[config.mk]
export PLATFORM = sky130hd
export DESIGN_NAME = convTop
export DESIGN_NICKNAME = d
export VERILOG_FILES = /design/src/rtl/convDataPkg.sv /design/src/rtl/convFlowPkg.sv /design/src/rtl/convStageIf.sv /design/src/rtl/operandLoader.sv /design/src/rtl/multiplierBank.sv /design/src/rtl/adderTree.sv /design/src/rtl/resultQueue.sv /design/src/rtl/convTop.sv
export VERILOG_INCLUDE_DIRS = /design/src /design/src/rtl
export SDC_FILE = /design/constraint.sdc
export NUM_CORES = 2
export LEC_CHECK = 0
export ABC_CLOCK_PERIOD_IN_PS = 8189
export BUFFER_PORTS_ARGS = -buffer_cell sky130_fd_sc_hd__buf_2
export CAP_MARGIN = 20
export CORE_UTILIZATION = 50
export CTS_BUF_LIST = sky130_fd_sc_hd__clkbuf_16
export CTS_CLUSTER_DIAMETER = 80
export DETAILED_ROUTE_END_ITERATION = 12
export PLACE_DENSITY = 0.65
export SETUP_SLACK_MARGIN = 0.1
export SLEW_MARGIN = 10
export SYNTH_ARGS = -nofsm -noshare
export SYNTH_HDL_FRONTEND = slang
export SYNTH_SLANG_ARGS = --single-unit
[constraint.sdc]
create_clock -name Clk -period 8.19 [get_ports Clk]
set_clock_uncertainty 0.1 [all_clocks]
set_input_delay 0.4095 -clock Clk [delete_from_list [all_inputs] [get_ports Clk]]
set_output_delay 0.4095 -clock Clk [all_outputs]
set_load 0.01 [all_outputs]
[src/rtl/conv_macros.svh]
`ifndef CONV_MACROS_SVH
`define CONV_MACROS_SVH

// Bits in one coefficient or one pixel
`define OPERAND_WIDTH 8

// Coefficient and pixel pairs in one 3x3 window
`define TAP_COUNT 9

// Input buffer depth and the credits upstream holds after reset
`define IN_DEPTH 4

// Tap buffer in front of the multipliers
`define STAGE_DEPTH 2

// Result queue depth and the credits assumed from the consumer
`define OUT_DEPTH 4

// Width of every credit counter in the design
`define CREDIT_WIDTH 3

`endif

[src/rtl/convDataPkg.sv]
`include "conv_macros.svh"

package convDataPkg;

    // Signed coefficient or pixel
    typedef logic signed [`OPERAND_WIDTH-1:0] operandT;

    // Full precision product of two operands
    typedef logic signed [2*`OPERAND_WIDTH-1:0] productT;

    // Four guard bits above the product cover the nine-way sum
    typedef logic signed [2*`OPERAND_WIDTH+3:0] sumT;

    // One operand per tap
    typedef operandT [`TAP_COUNT-1:0] tapVectorT;

    // One product per tap
    typedef productT [`TAP_COUNT-1:0] productVectorT;

endpackage

[src/rtl/convFlowPkg.sv]
`include "conv_macros.svh"

package convFlowPkg;

    // Credits held by the sending side of a link
    typedef logic [`CREDIT_WIDTH-1:0] creditT;

    // Slot that the next input word fills
    typedef enum logic {
        PhaseCoefficient,
        PhasePixel
    } loadPhaseT;

endpackage

[src/rtl/convStageIf.sv]
`timescale 1ns/1ps

// Full window of operands from the loader to the multipliers
interface tapStageIf;
    import convDataPkg::*;

    logic      valid;
    tapVectorT coef;
    tapVectorT pixel;
    logic      credit;

    modport sender (
        output valid,
        output coef,
        output pixel,
        input  credit
    );

    modport receiver (
        input  valid,
        input  coef,
        input  pixel,
        output credit
    );
endinterface

// One dot product per window, with credit flowing back
interface sumStageIf;
    import convDataPkg::*;

    logic valid;
    sumT  sum;
    logic credit;

    modport sender (
        output valid,
        output sum,
        input  credit
    );

    modport receiver (
        input  valid,
        input  sum,
        output credit
    );
endinterface

[src/rtl/operandLoader.sv]
`include "conv_macros.svh"
`timescale 1ns/1ps

module operandLoader (
    input  logic                 Clk,
    input  logic                 Rst,
    input  logic                 inValid,
    input  convDataPkg::operandT inWord,
    output logic                 inCredit,
    tapStageIf.sender            tapOut
);
    import convDataPkg::*;
    import convFlowPkg::*;

    localparam int BufPtrW = $clog2(`IN_DEPTH);
    localparam int TapPtrW = $clog2(`TAP_COUNT);

    operandT            wordBuf [`IN_DEPTH];
    logic [BufPtrW-1:0] wrPtr;
    logic [BufPtrW-1:0] rdPtr;
    logic [BufPtrW:0]   bufCount;
    loadPhaseT          phase;
    logic [TapPtrW-1:0] tapPtr;
    tapVectorT          coefSlots;
    tapVectorT          pixelSlots;
    logic               windowFull;
    creditT             stageCredits;
    logic               sendNow;
    logic               popNow;

    // A full window leaves as soon as the tap stage has room
    assign sendNow = windowFull && (stageCredits != '0);
    // Popping stalls while a full window waits for credit
    assign popNow = (bufCount != '0) && (!windowFull || sendNow);

    assign tapOut.valid = sendNow;
    assign tapOut.coef  = coefSlots;
    assign tapOut.pixel = pixelSlots;

    always_ff @(posedge Clk) begin
        if (inValid) begin
            wordBuf[wrPtr] <= inWord;
        end
        if (popNow) begin
            if (phase == PhaseCoefficient) begin
                coefSlots[tapPtr] <= wordBuf[rdPtr];
            end else begin
                pixelSlots[tapPtr] <= wordBuf[rdPtr];
            end
        end
    end

    always_ff @(posedge Clk or posedge Rst) begin
        if (Rst) begin
            wrPtr        <= '0;
            rdPtr        <= '0;
            bufCount     <= '0;
            phase        <= PhaseCoefficient;
            tapPtr       <= '0;
            windowFull   <= 1'b0;
            stageCredits <= creditT'(`STAGE_DEPTH);
            inCredit     <= 1'b0;
        end else begin
            // Freed buffer entry goes back upstream one cycle after the pop
            inCredit <= popNow;

            if (inValid) begin
                wrPtr <= (wrPtr == BufPtrW'(`IN_DEPTH - 1)) ? '0 : wrPtr + 1'b1;
            end
            case ({inValid, popNow})
                2'b10:   bufCount <= bufCount + 1'b1;
                2'b01:   bufCount <= bufCount - 1'b1;
                default: ;
            endcase

            if (sendNow) begin
                windowFull <= 1'b0;
            end
            if (popNow) begin
                rdPtr <= (rdPtr == BufPtrW'(`IN_DEPTH - 1)) ? '0 : rdPtr + 1'b1;
                phase <= (phase == PhaseCoefficient) ? PhasePixel : PhaseCoefficient;
                // Tap advances once its pixel has landed
                if (phase == PhasePixel) begin
                    if (tapPtr == TapPtrW'(`TAP_COUNT - 1)) begin
                        tapPtr     <= '0;
                        windowFull <= 1'b1;
                    end else begin
                        tapPtr <= tapPtr + 1'b1;
                    end
                end
            end

            case ({sendNow, tapOut.credit})
                2'b10:   stageCredits <= stageCredits - 1'b1;
                2'b01:   stageCredits <= stageCredits + 1'b1;
                default: ;
            endcase
        end
    end

endmodule

[src/rtl/multiplierBank.sv]
`include "conv_macros.svh"
`timescale 1ns/1ps

module multiplierBank (
    input  logic                       Clk,
    input  logic                       Rst,
    tapStageIf.receiver                tapIn,
    sumStageIf.sender                  queueCredit,
    output logic                       prodValid,
    output convDataPkg::productVectorT products
);
    import convDataPkg::*;
    import convFlowPkg::*;

    localparam int PtrW = $clog2(`STAGE_DEPTH);

    tapVectorT       coefBuf  [`STAGE_DEPTH];
    tapVectorT       pixelBuf [`STAGE_DEPTH];
    logic [PtrW-1:0] wrPtr;
    logic [PtrW-1:0] rdPtr;
    logic [PtrW:0]   entryCount;
    creditT          queueCredits;
    logic            launch;
    logic            stageFreed;

    // A window starts only with a free result queue slot reserved
    assign launch = (entryCount != '0) && (queueCredits != '0);

    assign tapIn.credit = stageFreed;

    always_ff @(posedge Clk) begin
        if (tapIn.valid) begin
            coefBuf[wrPtr]  <= tapIn.coef;
            pixelBuf[wrPtr] <= tapIn.pixel;
        end
        if (launch) begin
            for (int i = 0; i < `TAP_COUNT; i++) begin
                products[i] <= $signed(coefBuf[rdPtr][i]) * $signed(pixelBuf[rdPtr][i]);
            end
        end
    end

    always_ff @(posedge Clk or posedge Rst) begin
        if (Rst) begin
            wrPtr        <= '0;
            rdPtr        <= '0;
            entryCount   <= '0;
            queueCredits <= creditT'(`OUT_DEPTH);
            prodValid    <= 1'b0;
            stageFreed   <= 1'b0;
        end else begin
            // Products and the tap stage credit appear together
            prodValid  <= launch;
            stageFreed <= launch;

            if (tapIn.valid) begin
                wrPtr <= (wrPtr == PtrW'(`STAGE_DEPTH - 1)) ? '0 : wrPtr + 1'b1;
            end
            if (launch) begin
                rdPtr <= (rdPtr == PtrW'(`STAGE_DEPTH - 1)) ? '0 : rdPtr + 1'b1;
            end
            case ({tapIn.valid, launch})
                2'b10:   entryCount <= entryCount + 1'b1;
                2'b01:   entryCount <= entryCount - 1'b1;
                default: ;
            endcase

            case ({launch, queueCredit.credit})
                2'b10:   queueCredits <= queueCredits - 1'b1;
                2'b01:   queueCredits <= queueCredits + 1'b1;
                default: ;
            endcase
        end
    end

endmodule

[src/rtl/adderTree.sv]
`include "conv_macros.svh"
`timescale 1ns/1ps

module adderTree (
    input  logic                       Clk,
    input  logic                       Rst,
    input  logic                       prodValid,
    input  convDataPkg::productVectorT products,
    sumStageIf.sender                  sumOut
);
    import convDataPkg::*;

    // Taps reduced three at a time in the first stage
    localparam int GroupSize  = 3;
    localparam int GroupCount = `TAP_COUNT / GroupSize;

    sumT  partialSums [GroupCount];
    logic partialValid;
    sumT  groupTotal;
    sumT  sumReg;
    logic sumValid;

    assign sumOut.valid = sumValid;
    assign sumOut.sum   = sumReg;

    // Second stage input
    always_comb begin
        groupTotal = '0;
        for (int g = 0; g < GroupCount; g++) begin
            groupTotal = groupTotal + partialSums[g];
        end
    end

    always_ff @(posedge Clk) begin
        for (int g = 0; g < GroupCount; g++) begin
            partialSums[g] <= sumT'(products[GroupSize*g])
                            + sumT'(products[GroupSize*g + 1])
                            + sumT'(products[GroupSize*g + 2]);
        end
        sumReg <= groupTotal;
    end

    // Valid bit follows the data through both stages
    always_ff @(posedge Clk or posedge Rst) begin
        if (Rst) begin
            partialValid <= 1'b0;
            sumValid     <= 1'b0;
        end else begin
            partialValid <= prodValid;
            sumValid     <= partialValid;
        end
    end

endmodule

[src/rtl/resultQueue.sv]
`include "conv_macros.svh"
`timescale 1ns/1ps

module resultQueue (
    input  logic             Clk,
    input  logic             Rst,
    sumStageIf.receiver      sumIn,
    sumStageIf.receiver      freedSlot,
    output logic             outValid,
    output convDataPkg::sumT outSum,
    input  logic             outCredit
);
    import convDataPkg::*;
    import convFlowPkg::*;

    localparam int PtrW = $clog2(`OUT_DEPTH);

    sumT             queueMem [`OUT_DEPTH];
    logic [PtrW-1:0] wrPtr;
    logic [PtrW-1:0] rdPtr;
    logic [PtrW:0]   entryCount;
    creditT          outCredits;
    logic            sendNow;
    logic            slotFreed;

    // Oldest entry leaves whenever the consumer has room for it
    assign sendNow  = (entryCount != '0) && (outCredits != '0);
    assign outValid = sendNow;
    assign outSum   = queueMem[rdPtr];

    // Each slot sent downstream returns a credit to the multiplier bank
    assign freedSlot.credit = slotFreed;

    always_ff @(posedge Clk) begin
        if (sumIn.valid) begin
            queueMem[wrPtr] <= sumIn.sum;
        end
    end

    always_ff @(posedge Clk or posedge Rst) begin
        if (Rst) begin
            wrPtr      <= '0;
            rdPtr      <= '0;
            entryCount <= '0;
            outCredits <= creditT'(`OUT_DEPTH);
            slotFreed  <= 1'b0;
        end else begin
            slotFreed <= sendNow;
            if (sumIn.valid) begin
                wrPtr <= (wrPtr == PtrW'(`OUT_DEPTH - 1)) ? '0 : wrPtr + 1'b1;
            end
            if (sendNow) begin
                rdPtr <= (rdPtr == PtrW'(`OUT_DEPTH - 1)) ? '0 : rdPtr + 1'b1;
            end
            case ({sumIn.valid, sendNow})
                2'b10:   entryCount <= entryCount + 1'b1;
                2'b01:   entryCount <= entryCount - 1'b1;
                default: ;
            endcase
            case ({sendNow, outCredit})
                2'b10:   outCredits <= outCredits - 1'b1;
                2'b01:   outCredits <= outCredits + 1'b1;
                default: ;
            endcase
        end
    end

endmodule

[src/rtl/convTop.sv]
`timescale 1ns/1ps

module convTop (
    input  logic                 Clk,
    input  logic                 Rst,
    input  logic                 inValid,
    input  convDataPkg::operandT inWord,
    output logic                 inCredit,
    output logic                 outValid,
    output convDataPkg::sumT     outSum,
    input  logic                 outCredit
);
    import convDataPkg::*;

    tapStageIf tapLink ();
    sumStageIf sumLink ();
    // Return path for result queue slots
    sumStageIf freeLink ();

    logic          prodValid;
    productVectorT products;

    operandLoader i_loader (
        .Clk      (Clk),
        .Rst      (Rst),
        .inValid  (inValid),
        .inWord   (inWord),
        .inCredit (inCredit),
        .tapOut   (tapLink)
    );

    multiplierBank i_multipliers (
        .Clk         (Clk),
        .Rst         (Rst),
        .tapIn       (tapLink),
        .queueCredit (freeLink),
        .prodValid   (prodValid),
        .products    (products)
    );

    adderTree i_adders (
        .Clk       (Clk),
        .Rst       (Rst),
        .prodValid (prodValid),
        .products  (products),
        .sumOut    (sumLink)
    );

    resultQueue i_results (
        .Clk       (Clk),
        .Rst       (Rst),
        .sumIn     (sumLink),
        .freedSlot (freeLink),
        .outValid  (outValid),
        .outSum    (outSum),
        .outCredit (outCredit)
    );

endmodule

# After elaboration in Yosys (flattened, before gate mapping)
# Memories as Yosys holds them, arrays and structs flattened.
# Cells that the tools add are included.
# word_totals
regBits	346
mem_bits_rw	460
in_bits	12
out_inout_bits	22
word_cells	158
mem_count	5
# mem_list
name	words	word_bits	rd	rd_ports_with_merged_regs	wr	line	text
i_multipliers.coefBuf	2	72	1	0	1	multiplierBank.sv:17	tapVectorT coefBuf [`STAGE_DEPTH];
i_multipliers.pixelBuf	2	72	1	0	1	multiplierBank.sv:18	tapVectorT pixelBuf [`STAGE_DEPTH];
i_results.queueMem	4	20	1	0	1	resultQueue.sv:18	sumT queueMem [`OUT_DEPTH];
i_adders.partialSums	3	20	3	0	3	adderTree.sv:17	sumT partialSums [GroupCount];
i_loader.wordBuf	4	8	1	0	1	operandLoader.sv:18	operandT wordBuf [`IN_DEPTH];
# op_classes
addsub	27
mul	9
magnitude_cmp	2
eq_ne	17
n_mux	28
bitwise	1
reduce_logical	21
# op_table
cell	n
72-bit bitwise mux	2
8-bit by 8-bit multiplier with 16-bit output	9
17-bit by 16-bit adder with 18-bit output	3
16-bit by 16-bit adder with 17-bit output	3
20-bit adder	2
8-bit demux with 4-bit select	1
3-bit case mux with 2 select lines	5
2-bit == test (second input constant)	10
3-bit by 1-bit adder with 3-bit output (second input constant)	5
3-bit nonzero test	5
3-bit by 1-bit subtractor with 3-bit output (second input constant)	5
2-bit nonzero test	7
1-bit two-way mux	13
2-bit by 1-bit == test with 1-bit output (second input constant)	6
2-bit by 1-bit adder with 2-bit output (second input constant)	5
2-bit two-way mux	4
8-bit two-way mux	1
1-bit logical AND	5
4-bit by 5-bit < comparator with 1-bit output (second input constant)	1
4-bit by 1-bit adder with 4-bit output (second input constant)	1
4-bit == test (second input constant)	1
4-bit by 1-bit greater-or-equal comparator with 1-bit output (second input constant)	1
4-bit two-way mux	1
2-bit case mux with 2 select lines	1
6 further kinds	8

# Depth between registers and ports, before layout
# logic_depth
ltp_word	6
ltp_mapped	21

# By module
# Synthesis repeated with hierarchy kept, for this count alone.
# hier_totals
hier_cells	4217
hier_area_um2	52814.4
# modules_own_cells
mod	n_inst	cells_per_inst	area_per_inst_um2	seq_area_each_um2
multiplierBank	1	3177	36696.4	13173.9
operandLoader	1	299	6612.6	5711.7
adderTree	1	582	5997.0	1531.5
resultQueue	1	159	3508.4	2678.8

# Least setup slack after synthesis
# Ideal clock, no wire load.
# synth_timing
path_type	flip-flop to flip-flop
startpoint	register i_loader.stageCredits[1]
endpoint	memory i_multipliers.coefBuf[0][0] (netlist name) (enable)
arrival_time_ps	6821
required_time_ps	7440
slack_ps	619
path_stages_with_launch	4
n_path_buf	0
cell_sequence	dfstp_2 -> nor3_1 -> nand2b_1 -> nor2_1
# synth_via
elab_chain_cells	4
# synth_rtl
element	line	text
from (decl)	operandLoader.sv:27	creditT stageCredits;
from (signal assigned)	operandLoader.sv:61	stageCredits <= creditT'(`STAGE_DEPTH);
from (signal assigned)	operandLoader.sv:94	2'b10: stageCredits <= stageCredits - 1'b1;
from (signal assigned)	operandLoader.sv:95	2'b01: stageCredits <= stageCredits + 1'b1;
3-bit nonzero test	operandLoader.sv:32	assign sendNow = windowFull && (stageCredits != '0);
1-bit logical AND	operandLoader.sv:32	
1-bit two-way mux	multiplierBank.sv:32	if (tapIn.valid) begin
1-bit two-way mux (not written as such)	multiplierBank.sv:33	coefBuf[wrPtr] <= tapIn.coef;
to (decl)	multiplierBank.sv:17	
# Every way passes these cells.

# Worst setup path in the final report
# layout_timing
startpoint	register i_multipliers.rdPtr
endpoint	register i_multipliers.products[143] (netlist name) (data pin)
# layout_via
elab_chain_cells	2
word_cells_on_any_way	3
# layout_rtl
element	line	text
from (decl)	multiplierBank.sv:20	logic [PtrW-1:0] rdPtr;
from (signal assigned)	multiplierBank.sv:60	rdPtr <= (rdPtr == PtrW'(`STAGE_DEPTH - 1)) ? '0 : rdPtr + 1'b1;
memory read 2 x 72 bit (on tied branches)	--	
8-bit by 8-bit multiplier with 16-bit output *	multiplierBank.sv:38	products[i] <= $signed(coefBuf[rdPtr][i]) * $signed(pixelBuf[rdPtr][i]);
to (signal, indexed assignment)	multiplierBank.sv:38	
to (decl)	multiplierBank.sv:10	output convDataPkg::productVectorT products
# Mark *: on every way between the ends. The rest lies on a longest branch, timed or not.
# A chain may end at the register's enable or synchronous reset.

==> results.md <==
- Aggregate global routing overflow: 0
- Most frequent cells after synthesis: 813 x sky130_fd_sc_hd__inv_1, 688 x sky130_fd_sc_hd__edfxtp_1, 570 x sky130_fd_sc_hd__fa_1
- Wire length of the first global-routing pass: between 150,000 and 200,000 um
- Most used DFF post-synth: sky130_fd_sc_hd__edfxtp_1
- RSZ-0062 raised after global routing: no
- Leakage power total: 23.9 nW
- Crit path max fanout: 46
- Drt via density: approximately 5.1
- Arrival time of data at the critical path endpoint: 6.63 ns
- CP required: 8.50 ns
- Area grow syn2layout: 9.43%
- Worst-Margin Slew: a little over 1 ns
- Total internal power: 0.00699 W
- Core outline area: 104,000 um2
- Final period demand of the worst path: 6.32 ns
- Iteration-0 DRC Markers: 1,676
- Post-DR wirelength/cell: 17.7 um
- Initial antenna violation count: 7
- Worst setup slack for register-to-register paths: 1.87 ns
- Die width: 326 um
- Starting density of the core: 0.506
- Library cell occupying the most area in the post-synthesis netlist: sky130_fd_sc_hd__edfxtp_1
- Comb power frac: 0.066
- Crit path capture type: register
- Clock tree from TritonCTS: done
- Clk root buf: sky130_fd_sc_hd__clkbuf_16
- Overall die area: 106,000 um2
- Number of buffers between clock root and the deepest sink: 3
- Worst-case headroom to the max-slew limit: 0.311
- Most frequent cell after synthesis: sky130_fd_sc_hd__inv_1
- Share of the yosys chip area belonging to registers: 0.439
- Flip-flop and latch count after synthesis: 800
- Number of nets in the finished design: 5,250
- Worst hold slack across all endpoints: ~0.30 ns
- Register-to-Register Path Depth: 18
- Power density normalized to cell area: 160 nW/um2
- Yosys warnings: 0
- Number of remaining DRC errors: 0
- Number of enable-type register cells in the synthesized netlist: approximately 700
- Number of pins with negative max-slew slack in the final report: 0
- Endpoints failing hold: 0
- Type of the most critical hold path: register to register
- Number of gates resized after cts: 0
- Worst IR drop on VDD: 0.297 mV
- F_max: 158 MHz
- Number of I/O port buffers: 33
- Fraction of the cycle the final worst path needs: 0.772
- Overall Power: 0.00919 W
- Proportion of power drawn by flip-flops and latches: 0.513
- Post-layout instance area: 57,500 um2
- Post-layout util: 0.554
- Number of levels the H-tree was split into: 3
- CP Launch Type: register
- Number of setup violations in the final report: 0
- DR pass1 iterations: 5
- Total vias in the final route: ~30,000
- CTS clk-pin slew, worst paths: about 0.060 ns
- Standard cell area after detailed placement: 54,500 um2
- Number of buffers inserted during clock tree synthesis: 89
- Worst Hold Path Cells: 0
- Outcome: completed
- Boundary Pins: 34
- Total global-route track usage: 0.199
- Category of the most critical setup path: register to register
- Library cells used by synthesis: 76
- Cell area after synthesis: 52,600 um2
- Routability Congestion: 0.842
- Detailed placement HPWL: slightly below 80,000 um
- Net Sw Frac: 0.240
- Largest net degree at the start of global routing: between 90 and 100
- Switch Pwr: 0.00221 W
- Cell types with the largest area share after synthesis: sky130_fd_sc_hd__edfxtp_1 39%, sky130_fd_sc_hd__fa_1 22%, sky130_fd_sc_hd__ha_1 8.3%, sky130_fd_sc_hd__inv_1 5.8%, sky130_fd_sc_hd__nor2_1 3.5%
- Power share of the clock group: 0.421
- Fraction of final layout cells sized beyond drive strength 1: 0.0808
- Fraction of synthesized cell area taken by the top area cell type: 0.393
- Proportion of synthesized flip-flops having asynchronous set or reset: 0.0475
- Number of global-route vias before repair: roughly 31,000
- Post-route setup TNS: 0 ns
- Clock insertion delay at the later pin of the skew report: 0.68 ns
- Routed WL: 102,000 um
- Max Cap Violations: 0
- Antenna-violating nets left: 0
- Row count: 118
- Net Count, Synth: 5,121
- Gate Count Post-Synth: 4,192
- Synthesized area per cell: 12.5 um2
- Die Y-Extent: 326 um
- Clock sinks: 800
[power groups by stage]
stage	Combinational, W	Clock [W]	Sequential [W]
after global routing	0.000653	0.00412	0.00473
after global placement	0.000604	0	0.00480
after floorplan	0.000286	0	0.00476
after detailed placement	0.000612	0	0.00480
after CTS	0.000619	0.00397	0.00472
final	0.000603	0.00388	0.00472
[per-stage QoR]
| step | setup WS (ns) | std cells |
|---|---|---|
| after floorplan | 0.619 | 4192 |
| after global placement | 1.99 | 5598 |
| after detailed placement | 1.95 | 5598 |
| after CTS | 1.86 | 5773 |
| after global routing | 1.51 | 5774 |
| final | 1.87 | 5777 |
[cell type report]
type	instances	area, um2
fill	8637	46400
multi-input combinational	2554	26300
sequential	800	23100
inverter	813	3060
clock buffer	90	2250
tap	1380	1730
clock inverter	74	624
timing repair buffer	63	443
antenna	3	7.51
[placed cells by master (no fill, tap or decap), types with 19 or more instances in the layout]
cell | Yosys | layout
sky130_fd_sc_hd__a21oi_1 | 86 | 86
sky130_fd_sc_hd__xnor2_1 | 172 | 172
sky130_fd_sc_hd__o21ai_0 | 49 | 49
sky130_fd_sc_hd__xor2_1 | 33 | 33
sky130_fd_sc_hd__nand3_1 | 20 | 20
sky130_fd_sc_hd__or2_2 | 100 | 100
sky130_fd_sc_hd__dfrtp_1 | 35 | 34
sky130_fd_sc_hd__a21o_1 | 35 | 35
sky130_fd_sc_hd__inv_1 | 813 | 831
sky130_fd_sc_hd__o21a_1 | 26 | 26
sky130_fd_sc_hd__mux4_2 | 28 | 28
sky130_fd_sc_hd__edfxtp_1 | 688 | 688
sky130_fd_sc_hd__ha_1 | 347 | 347
sky130_fd_sc_hd__fa_1 | 570 | 570
sky130_fd_sc_hd__clkbuf_16 | 0 | 90
sky130_fd_sc_hd__and2_1 | 23 | 23
sky130_fd_sc_hd__mux2i_1 | 155 | 155
sky130_fd_sc_hd__and3_1 | 19 | 19
sky130_fd_sc_hd__nand2b_1 | 47 | 47
sky130_fd_sc_hd__nand2_1 | 90 | 90
sky130_fd_sc_hd__nor2b_1 | 59 | 59
sky130_fd_sc_hd__nor2_1 | 490 | 488
sky130_fd_sc_hd__mux2_2 | 22 | 22
sky130_fd_sc_hd__buf_2 | 19 | 33
sky130_fd_sc_hd__dfxtp_1 | 74 | 74
sky130_fd_sc_hd__nor3_1 | 31 | 31
[registers in the layout, summed over array words and instances, names as in the netlist, 3 cells and up]
register	flops
i_multipliers.products	144
i_results.outCredits	3
i_loader.stageCredits	3
i_adders.sumOut.sum	20
i_multipliers.queueCredits	3
i_results.entryCount	3
i_multipliers.coefBuf	144
i_loader.bufCount	3
i_loader.tapPtr	4
i_adders.partialSums	54
i_loader.tapOut.pixel	72
i_results.queueMem	80
i_loader.wordBuf	32
i_loader.tapOut.coef	72
i_multipliers.pixelBuf	144
[worst max-delay path, stage by stage, from the launching register on]
cell and delay [ns]:
sky130_fd_sc_hd__dfrtp_4 0.83, sky130_fd_sc_hd__buf_12 0.35, sky130_fd_sc_hd__buf_4 0.28, sky130_fd_sc_hd__mux2i_1 0.58, sky130_fd_sc_hd__nor2_1 0.17, sky130_fd_sc_hd__fa_1 0.56
sky130_fd_sc_hd__inv_1 0.06, sky130_fd_sc_hd__fa_1 0.51, sky130_fd_sc_hd__inv_1 0.06, sky130_fd_sc_hd__fa_1 0.53, sky130_fd_sc_hd__inv_1 0.05, sky130_fd_sc_hd__fa_1 0.47
sky130_fd_sc_hd__inv_1 0.04, sky130_fd_sc_hd__ha_1 0.30, sky130_fd_sc_hd__nor2b_1 0.16, sky130_fd_sc_hd__o41ai_1 0.30, sky130_fd_sc_hd__o2111ai_1 0.23, sky130_fd_sc_hd__o31ai_1 0.30
sky130_fd_sc_hd__xnor2_1 0.11
[kinds of logic after synthesis]
kind of cell,Yosys count,synth area share
flops,800,0.439
mux,205,0.0462
simple gates,911,0.0806
compound gates,316,0.0399
fa+ha+maj,917,0.300
xor+xnor,205,0.0342
buf+inv,838,0.0603
[per-layer routing]
layer	part of all wire	track usage	vias to the layer above
met1	0.46	0.272	14700
met5	0	0	-
met4	0.023	0.0514	0
li1	-	-	14000
met2	0.48	0.333	501
met3	0.041	0.0324	114
[repair_timing]
action                    in CTS  in global routing
buffers inserted               0                  0
hold endpoints to repair      70                  0
hold buffers                  11                  0
[worst paths after layout]
kind | from | endpoint
worst max-delay path | i_multipliers.rdPtr$_DFFE_PP0P_ | i_multipliers.products[143]$_DFFE_PP_
worst min-delay path | i_multipliers.prodValid$_DFF_PP0_ | i_adders.partialValid$_DFF_PP0_
worst max register to register | i_multipliers.rdPtr$_DFFE_PP0P_ | i_multipliers.products[143]$_DFFE_PP_
worst min register to register | i_multipliers.prodValid$_DFF_PP0_ | i_adders.partialValid$_DFF_PP0_
max in group asynchronous | Rst | i_multipliers.rdPtr$_DFFE_PP0P_
min in group asynchronous | Rst | i_results.entryCount[1]$_DFFE_PP0P_
No activity file was read; power rests on OpenSTA's default activity.
